### config.mk
export PLATFORM = sky130hd
export DESIGN_NAME = radio_core
export DESIGN_NICKNAME = d
export VERILOG_FILES = /design/src/rtl/radio_core_pkg.sv /design/src/rtl/radio_core.sv /design/src/rtl/sample_ram.sv /design/src/rtl/sample_arbiter.sv /design/src/rtl/capture_engine.sv /design/src/rtl/tx_frontend.sv /design/src/rtl/rx_frontend.sv
export SDC_FILE = /design/constraint.sdc
export NUM_CORES = 2
export LEC_CHECK = 0
export BUFFER_PORTS_ARGS = -buffer_cell sky130_fd_sc_hd__buf_2
export CORE_MARGIN = 1
export CORE_UTILIZATION = 50
export CTS_BUF_LIST = sky130_fd_sc_hd__clkbuf_2 sky130_fd_sc_hd__clkbuf_4 sky130_fd_sc_hd__clkbuf_8
export CTS_CLUSTER_DIAMETER = 200
export DETAILED_ROUTE_END_ITERATION = 10
export PLACE_DENSITY = 0.64
export RECOVER_POWER = 50
export SLEW_MARGIN = 25
export SYNTH_ARGS = -nofsm -noshare
export SYNTH_HDL_FRONTEND = slang
export SYNTH_SLANG_ARGS = --single-unit
### constraint.sdc
create_clock -name radio_clk -period 7.4 [get_ports radio_clk]
set_input_delay 0.37 -clock radio_clk [delete_from_list [all_inputs] [get_ports radio_clk]]
set_output_delay 0.37 -clock radio_clk [all_outputs]
set_load 0.02 [all_outputs]
### src/rtl/radio_core_pkg.sv
package radio_core_pkg;

   localparam int SET_ADDR_W = 8;
   localparam int SET_DATA_W = 32;

   // one I or Q component, sample packs I high and Q low
   typedef logic signed [15:0] comp_t;
   typedef logic [31:0] iq_sample_t;

   // register offsets inside one radio's settings block
   typedef enum logic [2:0] {
      SR_RX_OFFSET_I = 3'd0,
      SR_RX_OFFSET_Q = 3'd1,
      SR_RX_SWAP     = 3'd2,
      SR_TX_OFFSET_I = 3'd3,
      SR_TX_OFFSET_Q = 3'd4,
      SR_CAP_LEN     = 3'd5
   } sr_offset_e;

   localparam int CAP_DEPTH = 32;  // words per radio region
   localparam int RAM_AW    = 6;   // msb picks the radio

   typedef enum logic [1:0] {
      CAP_IDLE,
      CAP_RUN,
      CAP_DONE
   } cap_state_e;

   // clip a 17 bit intermediate back into the comp_t range
   function automatic comp_t sat_comp(input logic signed [16:0] x);
      if (x > 17'sd32767) return 16'sh7fff;
      if (x < -17'sd32768) return 16'sh8000;
      return x[15:0];
   endfunction

endpackage
### src/rtl/radio_core.sv
`timescale 1ns/1ps

module radio_core #(
   parameter logic [radio_core_pkg::SET_ADDR_W-1:0] RADIO0_BASE = 8'd224,
   parameter logic [radio_core_pkg::SET_ADDR_W-1:0] RADIO1_BASE = 8'd232
) (
   input  logic                                  radio_clk,
   input  logic                                  i_rst_n,
   input  logic                                  i_set_stb,
   input  logic [radio_core_pkg::SET_ADDR_W-1:0] i_set_addr,
   input  logic [radio_core_pkg::SET_DATA_W-1:0] i_set_data,
   input  radio_core_pkg::iq_sample_t            i_rx0,
   input  radio_core_pkg::iq_sample_t            i_rx1,
   input  logic                                  i_rx_stb0,
   input  logic                                  i_rx_stb1,
   input  radio_core_pkg::iq_sample_t            i_tx0,
   input  radio_core_pkg::iq_sample_t            i_tx1,
   output radio_core_pkg::iq_sample_t            o_tx0,
   output radio_core_pkg::iq_sample_t            o_tx1,
   input  logic [radio_core_pkg::RAM_AW-1:0]     i_rd_addr,
   output radio_core_pkg::iq_sample_t            o_rd_data,
   output logic [1:0]                            o_cap_done,
   output logic [1:0]                            o_cap_overflow
);
   import radio_core_pkg::*;

   iq_sample_t        adc      [2];
   logic              adc_stb  [2];
   iq_sample_t        rx_fe    [2];
   logic              rx_fe_stb[2];
   iq_sample_t        tx_in    [2];
   iq_sample_t        tx_out   [2];
   logic [1:0]        req;
   logic [1:0]        grant;
   logic [RAM_AW-2:0] wr_addr  [2];
   iq_sample_t        wr_data  [2];
   logic              ram_we;
   logic [RAM_AW-1:0] ram_addr;
   iq_sample_t        ram_data;

   assign adc[0]     = i_rx0;
   assign adc[1]     = i_rx1;
   assign adc_stb[0] = i_rx_stb0;
   assign adc_stb[1] = i_rx_stb1;
   assign tx_in[0]   = i_tx0;
   assign tx_in[1]   = i_tx1;
   assign o_tx0      = tx_out[0];
   assign o_tx1      = tx_out[1];

   //////////////////////////////////////////////////
   // per radio front ends and capture
   for (genvar g = 0; g < 2; g++) begin : g_radio
      localparam logic [SET_ADDR_W-1:0] BASE = (g == 0) ? RADIO0_BASE : RADIO1_BASE;

      rx_frontend #(.CHAN_BASE(BASE)) u_rx_fe (
         .radio_clk(radio_clk), .i_rst_n(i_rst_n),
         .i_set_stb(i_set_stb), .i_set_addr(i_set_addr), .i_set_data(i_set_data),
         .i_adc(adc[g]), .i_adc_stb(adc_stb[g]),
         .o_rx(rx_fe[g]), .o_rx_stb(rx_fe_stb[g])
      );

      tx_frontend #(.CHAN_BASE(BASE)) u_tx_fe (
         .radio_clk(radio_clk), .i_rst_n(i_rst_n),
         .i_set_stb(i_set_stb), .i_set_addr(i_set_addr), .i_set_data(i_set_data),
         .i_tx(tx_in[g]), .o_dac(tx_out[g])
      );

      capture_engine #(.CHAN_BASE(BASE)) u_cap (
         .radio_clk(radio_clk), .i_rst_n(i_rst_n),
         .i_set_stb(i_set_stb), .i_set_addr(i_set_addr), .i_set_data(i_set_data),
         .i_rx(rx_fe[g]), .i_rx_stb(rx_fe_stb[g]), .i_grant(grant[g]),
         .o_req(req[g]), .o_wr_addr(wr_addr[g]), .o_wr_data(wr_data[g]),
         .o_cap_done(o_cap_done[g]), .o_cap_overflow(o_cap_overflow[g])
      );
   end

   //////////////////////////////////////////////////
   // shared capture memory
   sample_arbiter u_arb (
      .radio_clk(radio_clk), .i_rst_n(i_rst_n),
      .i_req(req),
      .i_wr_addr0(wr_addr[0]), .i_wr_addr1(wr_addr[1]),
      .i_wr_data0(wr_data[0]), .i_wr_data1(wr_data[1]),
      .o_grant(grant), .o_ram_we(ram_we),
      .o_ram_addr(ram_addr), .o_ram_data(ram_data)
   );

   sample_ram u_ram (
      .radio_clk(radio_clk),
      .i_we(ram_we), .i_wr_addr(ram_addr), .i_wr_data(ram_data),
      .i_rd_addr(i_rd_addr), .o_rd_data(o_rd_data)  // readback port
   );

endmodule

### src/rtl/sample_ram.sv
`timescale 1ns/1ps

module sample_ram (
   input  logic                              radio_clk,
   input  logic                              i_we,
   input  logic [radio_core_pkg::RAM_AW-1:0] i_wr_addr,
   input  radio_core_pkg::iq_sample_t        i_wr_data,
   input  logic [radio_core_pkg::RAM_AW-1:0] i_rd_addr,
   output radio_core_pkg::iq_sample_t        o_rd_data
);
   import radio_core_pkg::*;

   iq_sample_t mem [2**RAM_AW];

   always_ff @(posedge radio_clk) begin
      if (i_we) mem[i_wr_addr] <= i_wr_data;
      o_rd_data <= mem[i_rd_addr];  // old data on a same address collision
   end

endmodule

### src/rtl/sample_arbiter.sv
`timescale 1ns/1ps

module sample_arbiter (
   input  logic                              radio_clk,
   input  logic                              i_rst_n,
   input  logic [1:0]                        i_req,
   input  logic [radio_core_pkg::RAM_AW-2:0] i_wr_addr0,
   input  logic [radio_core_pkg::RAM_AW-2:0] i_wr_addr1,
   input  radio_core_pkg::iq_sample_t        i_wr_data0,
   input  radio_core_pkg::iq_sample_t        i_wr_data1,
   output logic [1:0]                        o_grant,
   output logic                              o_ram_we,
   output logic [radio_core_pkg::RAM_AW-1:0] o_ram_addr,
   output radio_core_pkg::iq_sample_t        o_ram_data
);

   logic last_grant;  // index of the engine served last
   logic sel;

   // lone requester always wins, a tie goes to the one not served last
   always_comb begin
      o_grant = i_req;
      if (&i_req) o_grant = last_grant ? 2'b01 : 2'b10;
   end

   assign sel        = o_grant[1];
   assign o_ram_we   = |i_req;
   assign o_ram_addr = {sel, sel ? i_wr_addr1 : i_wr_addr0};  // msb is the region
   assign o_ram_data = sel ? i_wr_data1 : i_wr_data0;

   always_ff @(posedge radio_clk or negedge i_rst_n) begin
      if (!i_rst_n)      last_grant <= 1'b0;
      else if (o_ram_we) last_grant <= sel;
   end

endmodule

### src/rtl/capture_engine.sv
`timescale 1ns/1ps

module capture_engine #(
   parameter logic [radio_core_pkg::SET_ADDR_W-1:0] CHAN_BASE = 8'd224
) (
   input  logic                                  radio_clk,
   input  logic                                  i_rst_n,
   input  logic                                  i_set_stb,
   input  logic [radio_core_pkg::SET_ADDR_W-1:0] i_set_addr,
   input  logic [radio_core_pkg::SET_DATA_W-1:0] i_set_data,
   input  radio_core_pkg::iq_sample_t            i_rx,
   input  logic                                  i_rx_stb,
   input  logic                                  i_grant,
   output logic                                  o_req,
   output logic [radio_core_pkg::RAM_AW-2:0]     o_wr_addr,
   output radio_core_pkg::iq_sample_t            o_wr_data,
   output logic                                  o_cap_done,
   output logic                                  o_cap_overflow
);
   import radio_core_pkg::*;

   localparam int CNT_W = $clog2(CAP_DEPTH) + 1;

   cap_state_e            state;
   logic [SET_ADDR_W-1:0] set_off;
   logic                  len_wr;
   logic [CNT_W-1:0]      len_req;
   logic [CNT_W-1:0]      len_clamp;
   logic [CNT_W-1:0]      remain;     // samples still to accept
   logic [RAM_AW-2:0]     wr_addr;
   logic                  take;
   logic                  room;
   logic                  overflow;

   assign set_off   = i_set_addr - CHAN_BASE;
   assign len_wr    = i_set_stb && (set_off == SET_ADDR_W'(SR_CAP_LEN));
   assign len_req   = i_set_data[CNT_W-1:0];
   assign len_clamp = (len_req > CNT_W'(CAP_DEPTH)) ? CNT_W'(CAP_DEPTH) : len_req;

   assign take = i_rx_stb && (state == CAP_RUN) && (remain != '0);
   assign room = !o_req || i_grant;  // holding reg empties on this edge

   assign o_wr_addr      = wr_addr;
   assign o_cap_done     = (state == CAP_DONE);
   assign o_cap_overflow = overflow;

   //////////////////////////////////////////////////
   // control fsm
   always_ff @(posedge radio_clk or negedge i_rst_n) begin
      if (!i_rst_n) begin
         state    <= CAP_IDLE;
         remain   <= '0;
         wr_addr  <= '0;
         o_req    <= 1'b0;
         overflow <= 1'b0;
      end else if (len_wr) begin
         // new length restarts the capture, pending sample is abandoned
         state    <= (len_clamp == '0) ? CAP_IDLE : CAP_RUN;
         remain   <= len_clamp;
         wr_addr  <= '0;
         o_req    <= 1'b0;
         overflow <= 1'b0;
      end else begin
         if (i_grant) begin
            wr_addr <= wr_addr + 1'b1;
            if (remain == '0) state <= CAP_DONE;  // last sample just landed
         end
         if (take && room) begin
            o_req  <= 1'b1;
            remain <= remain - 1'b1;
         end else if (i_grant) begin
            o_req <= 1'b0;
         end
         if (take && !room) overflow <= 1'b1;  // sticky until next length write
      end
   end

   // holding register
   always_ff @(posedge radio_clk) begin
      if (take && room) o_wr_data <= i_rx;
   end

endmodule

### src/rtl/tx_frontend.sv
`timescale 1ns/1ps

module tx_frontend #(
   parameter logic [radio_core_pkg::SET_ADDR_W-1:0] CHAN_BASE = 8'd224
) (
   input  logic                                  radio_clk,
   input  logic                                  i_rst_n,
   input  logic                                  i_set_stb,
   input  logic [radio_core_pkg::SET_ADDR_W-1:0] i_set_addr,
   input  logic [radio_core_pkg::SET_DATA_W-1:0] i_set_data,
   input  radio_core_pkg::iq_sample_t            i_tx,
   output radio_core_pkg::iq_sample_t            o_dac
);
   import radio_core_pkg::*;

   comp_t                 offset_i;
   comp_t                 offset_q;
   logic [SET_ADDR_W-1:0] set_off;
   logic signed [16:0]    sum_i;
   logic signed [16:0]    sum_q;

   assign set_off = i_set_addr - CHAN_BASE;

   always_ff @(posedge radio_clk or negedge i_rst_n) begin
      if (!i_rst_n) begin
         offset_i <= '0;
         offset_q <= '0;
      end else if (i_set_stb && (set_off[SET_ADDR_W-1:3] == '0)) begin
         case (sr_offset_e'(set_off[2:0]))
            SR_TX_OFFSET_I: offset_i <= i_set_data[15:0];
            SR_TX_OFFSET_Q: offset_q <= i_set_data[15:0];
            default: ;
         endcase
      end
   end

   assign sum_i = comp_t'(i_tx[31:16]) + offset_i;
   assign sum_q = comp_t'(i_tx[15:0]) + offset_q;

   // dac path runs every cycle, no strobe
   always_ff @(posedge radio_clk or negedge i_rst_n) begin
      if (!i_rst_n) o_dac <= '0;
      else          o_dac <= {sat_comp(sum_i), sat_comp(sum_q)};
   end

endmodule

### src/rtl/rx_frontend.sv
`timescale 1ns/1ps

module rx_frontend #(
   parameter logic [radio_core_pkg::SET_ADDR_W-1:0] CHAN_BASE = 8'd224
) (
   input  logic                                  radio_clk,
   input  logic                                  i_rst_n,
   input  logic                                  i_set_stb,
   input  logic [radio_core_pkg::SET_ADDR_W-1:0] i_set_addr,
   input  logic [radio_core_pkg::SET_DATA_W-1:0] i_set_data,
   input  radio_core_pkg::iq_sample_t            i_adc,
   input  logic                                  i_adc_stb,
   output radio_core_pkg::iq_sample_t            o_rx,
   output logic                                  o_rx_stb
);
   import radio_core_pkg::*;

   comp_t                 offset_i;
   comp_t                 offset_q;
   logic                  swap_iq;
   logic [SET_ADDR_W-1:0] set_off;
   logic                  set_hit;
   logic signed [16:0]    diff_i;
   logic signed [16:0]    diff_q;
   comp_t                 cor_i;
   comp_t                 cor_q;

   // offset relative to our block, wraps for addresses below the base
   assign set_off = i_set_addr - CHAN_BASE;
   assign set_hit = i_set_stb && (set_off[SET_ADDR_W-1:3] == '0);

   always_ff @(posedge radio_clk or negedge i_rst_n) begin
      if (!i_rst_n) begin
         offset_i <= '0;
         offset_q <= '0;
         swap_iq  <= 1'b0;
      end else if (set_hit) begin
         case (sr_offset_e'(set_off[2:0]))
            SR_RX_OFFSET_I: offset_i <= i_set_data[15:0];
            SR_RX_OFFSET_Q: offset_q <= i_set_data[15:0];
            SR_RX_SWAP:     swap_iq  <= i_set_data[0];
            default: ;
         endcase
      end
   end

   //////////////////////////////////////////////////
   // dc offset removal
   assign diff_i = comp_t'(i_adc[31:16]) - offset_i;
   assign diff_q = comp_t'(i_adc[15:0]) - offset_q;
   assign cor_i  = sat_comp(diff_i);
   assign cor_q  = sat_comp(diff_q);

   always_ff @(posedge radio_clk or negedge i_rst_n) begin
      if (!i_rst_n) o_rx_stb <= 1'b0;
      else          o_rx_stb <= i_adc_stb;
   end

   always_ff @(posedge radio_clk) begin
      if (i_adc_stb) o_rx <= swap_iq ? {cor_q, cor_i} : {cor_i, cor_q};  // swap after correction
   end

endmodule

==> results.sh <==
export IMPL_wirelength_um=243100
export IMPL_cts_buffers=405
export IMPL_clkTransAtPathRegs_ns=0.06
export IMPL_crit_family="buffers and inverters"
export IMPL_endpoint_kind="register"
export IMPL_die_h_um=445.5
export IMPL_final_area_mm2=0.1122
export IMPL_crit_path_start_kind="register"
export IMPL_p_leak_nw=37.94
export IMPL_ff_latch_area_mm2=0.07166
export IMPL_grt_max_degree=152
export IMPL_syn_inst=4965
export IMPL_status="finished, violations left"
export IMPL_path_buf_inv=2
export IMPL_ios=279
export IMPL_viasPerCell=5.903
export IMPL_cts_tree="built"
export IMPL_ant_nets=0
export IMPL_crit_path_top_delay_cell="clkbuf_1"
export IMPL_cp_slowest_stage_delay_ns=2.18
export IMPL_crit_chain="nand2_1 -> and2_0 -> clkbuf_1 -> nand2_1 -> nand2_2 -> clkbuf_1"
export IMPL_rsz0062_at_grt="no"
export IMPL_grt_pass1_vias=51920
export IMPL_synthDistinctLibCells=82
export IMPL_crit_required_ns=7.82
export IMPL_worst_pin_slew_ns=4.206
export IMPL_num_vias=50730
export IMPL_ys_warn_count=0
export IMPL_drc=0
export IMPL_drtIter0Drc=4754
export IMPL_nFillCells=14590
export IMPL_start_util_pct=50.37
export IMPL_grt_overflow_total=0
export IMPL_insertion_delay_ns=1.12
export IMPL_gp_congestion=0.8643
export IMPL_core_area_mm2=0.1952
export IMPL_ys_flop_type="edfxtp_1"
export IMPL_area_growth_pct=14.13
export IMPL_h_tree_depth=5
export IMPL_syn_area_per_cell_um2=19.80
export IMPL_yosysSeqAreaShare_pct=72.88
export IMPL_synth_edf_count=2176
export IMPL_multi_input_area_mm2=0.02577
export IMPL_final_setup_tns_ns=0
export IMPL_fin_crit_sh_pct=74.62
export IMPL_post_cts_setup_buffers=0
export IMPL_min_path_type="in2reg"
export IMPL_wl_per_cell_um=28.29
export IMPL_die_w_um=445.5
export IMPL_antenna_found_initial=24
export IMPL_cap_violations=37
export IMPL_clock_sinks=2435
export IMPL_synth_seq_cells=2435
export IMPL_drv_slew=2365
export IMPL_maxSlewHeadroom_pct=-180.4
export IMPL_fmax_mhz=181.1
export IMPL_dr_pass1_iters=5
export IMPL_track_usage_pct=24.73
export IMPL_hpwl_um=133900
export IMPL_cp_max_fo=64
export IMPL_place_area_mm2=0.1035
export IMPL_postCtsHoldBufs=129
export IMPL_violations="capacitance limit, slew limit"
export IMPL_grt_pass1_wl_um=352800
export IMPL_numPortBuffers=262
export IMPL_drive_above_1_share_pct=29.03
export IMPL_finalSetupViolCount=0
export IMPL_whs_ns=0.09074
export IMPL_finalCriticalPeriod_ns=5.522
export IMPL_num_rows=162
export IMPL_irDropWorstVdd_uv=159.8
export IMPL_crit_arrival_ns=5.94
export IMPL_p_per_area_mw_per_mm2=257.3
export IMPL_synth_fp_nets=5291
export IMPL_cts_resized=0
export IMPL_syn_area_mm2=0.09833
export IMPL_hold_viol_final=0
export IMPL_clock_skew_ns=0.1049
export IMPL_criticalPathCategory="reg2reg"
export IMPL_cts_root_buf="clkbuf_8"
export IMPL_async_reset_ff_share_pct=9.322
export IMPL_num_nets_final=5977
export IMPL_dieArea_mm2=0.1984
export IMPL_clk_path_buf_depth=4
through the flow:
stage | power, mW | utilization [%] | setup WS [ns] | std cells
2_1_floorplan | 16.99 | - | 4.072 | 4965
3_3_place_gp | 17.72 | 53.02 | 3.494 | 7738
3_5_place_dp | 17.74 | 53.04 | 3.439 | 7738
4_1_cts | 29.13 | 57.64 | 3.448 | 8573
5_1_grt | 29.89 | 57.48 | 1.631 | 8582
6_report | 28.88 | 57.49 | 1.878 | 8593
logic make-up (layout without fill, tap and decap cells):
logic type	after synthesis	after routing	synth area share, %
multiplexers	768	768	16.42
XOR/XNOR	115	115	1.024
other	0	19	0
adder cells (fa/ha/maj)	156	156	2.023
AO/OA/AOI/OAI	506	506	3.244
AND/OR/NAND/NOR	654	654	2.978
flip-flops	2435	2435	72.88
buffers and inverters	331	1316	1.429
power breakdown:
group / internal [mW] / switching (mW) / total (mW)
Sequential: 15.1 / 0.127 / 15.3
Clock: 6.16 / 5.19 / 11.4
Combinational: 0.939 / 1.33 / 2.27
cell type report:
class,count,area share [%]
inverters,115,0.3846
multi-input cells,2199,22.97
diodes,19,0.04237
clock buffers,570,6.232
repair buffers,495,2.981
flip-flops and latches,2435,63.86
well taps,2624,2.926
clock inverters,136,0.6099
registers in the layout (all words and copies together) (netlist names), 12 cells and up:
name / flops
g_radio.u_cap.o_wr_data: 64
g_radio.u_cap.remain: 12
u_ram.o_rd_data: 32
g_radio.u_rx_fe.offset_i: 32
g_radio.u_tx_fe.o_dac: 64
g_radio.u_tx_fe.offset_q: 32
u_ram.mem: 2048
g_radio.u_rx_fe.o_rx: 64
g_radio.u_tx_fe.offset_i: 32
g_radio.u_rx_fe.offset_q: 32
metal layers:
layer,up-vias,global-route usage [%],part of all wire [%],routed length (um)
li1,21640,-,-,-
met1,26780,34.06,41,99930
met2,1907,40.54,49,119800
met3,381,5.011,7.4,18010
met4,18,6.458,2.2,5288
met5,-,0,0.045,110
cells in the final DEF, fill, tap and decap left out, types with 119 or more instances in the layout:
master / n
a21oi_1: 119
buf_2: 153
clkbuf_1: 119
clkbuf_4: 136
clkbuf_8: 435
dfrtp_1: 227
dlygate4sd3_1: 128
edfxtp_1: 2176
ha_1: 139
mux4_2: 666
nand2_1: 238
nor2_1: 140
o21ai_0: 137
synthesized netlist by cell type, types with 5 or more instances:
| cell type | instances | area [um2] |
|---|---|---|
| edfxtp_1 | 2176 | 65340 |
| mux4_2 | 666 | 15000 |
| nand2_1 | 245 | 919.6 |
| dfrtp_1 | 227 | 5680 |
| nor2_1 | 204 | 765.7 |
| ha_1 | 139 | 1739 |
| o21ai_0 | 137 | 685.7 |
| a21oi_1 | 119 | 595.6 |
| clkbuf_1 | 115 | 431.7 |
| inv_1 | 114 | 427.9 |
| mux2_2 | 86 | 968.4 |
| xnor2_1 | 69 | 604.3 |
| buf_2 | 54 | 270.3 |
| a21o_1 | 53 | 397.9 |
| xor2_1 | 46 | 402.9 |
| o22ai_1 | 36 | 225.2 |
| nor2b_1 | 35 | 219.0 |
| nor3_1 | 35 | 175.2 |
| dfxtp_1 | 32 | 640.6 |
| nand2b_1 | 29 | 181.4 |
| nand3_1 | 29 | 145.1 |
| o21a_1 | 27 | 202.7 |
| buf_1 | 24 | 90.09 |
| o21ai_1 | 16 | 80.08 |
| buf_4 | 14 | 105.1 |
| mux2i_1 | 14 | 140.1 |
| o211ai_1 | 14 | 105.1 |
| a22oi_1 | 11 | 82.58 |
| nand3b_1 | 11 | 82.58 |
| nand4_1 | 11 | 68.82 |
| a211oi_1 | 10 | 75.07 |
| or2_2 | 10 | 62.56 |
| and3_1 | 9 | 56.30 |
| maj3_1 | 9 | 90.09 |
| o31ai_1 | 9 | 67.56 |
| or3_1 | 9 | 56.30 |
| fa_1 | 8 | 160.2 |
| a31oi_1 | 7 | 43.79 |
| nor4_1 | 7 | 43.79 |
| o21bai_1 | 6 | 45.04 |
| a2111o_1 | 5 | 56.30 |
| buf_6 | 5 | 56.30 |
| o2111ai_1 | 5 | 43.79 |
| o221ai_1 | 5 | 43.79 |
worst register-to-register path, cell delays in order (launching register included):
cell	delay, ns
dfrtp_1	0.42
nand2_1	0.12
and2_0	0.13
clkbuf_1	1.54
nand2_1	0.21
nand2_2	0.13
clkbuf_1	2.18
final timing paths:
kind / startpoint / to / slack, ns / cells past startpoint
worst max-delay path: g_radio[0].u_cap.o_req$_DFFE_PN0P_ / u_ram.mem[7][19]$_DFFE_PP_ / 1.88 / 6
max in group asynchronous: i_rst_n / g_radio[1].u_tx_fe.o_dac[13]$_DFF_PN0_ / 2.82 / 4
worst max register to register: g_radio[0].u_cap.o_req$_DFFE_PN0P_ / u_ram.mem[7][19]$_DFFE_PP_ / 1.88 / 6
worst min register to register: g_radio[0].u_rx_fe.o_rx[27]$_DFFE_PP_ / g_radio[0].u_cap.o_wr_data[27]$_DFFE_PP_ / 0.37 / 0
min in group asynchronous: i_rst_n / g_radio[1].u_tx_fe.o_dac[22]$_DFF_PN0_ / 2.05 / 4
worst min-delay path: i_rx1[16] / g_radio[1].u_rx_fe.o_rx[0]$_DFFE_PP_ / 0.09 / 5
Power figures use the tool's default switching activity.
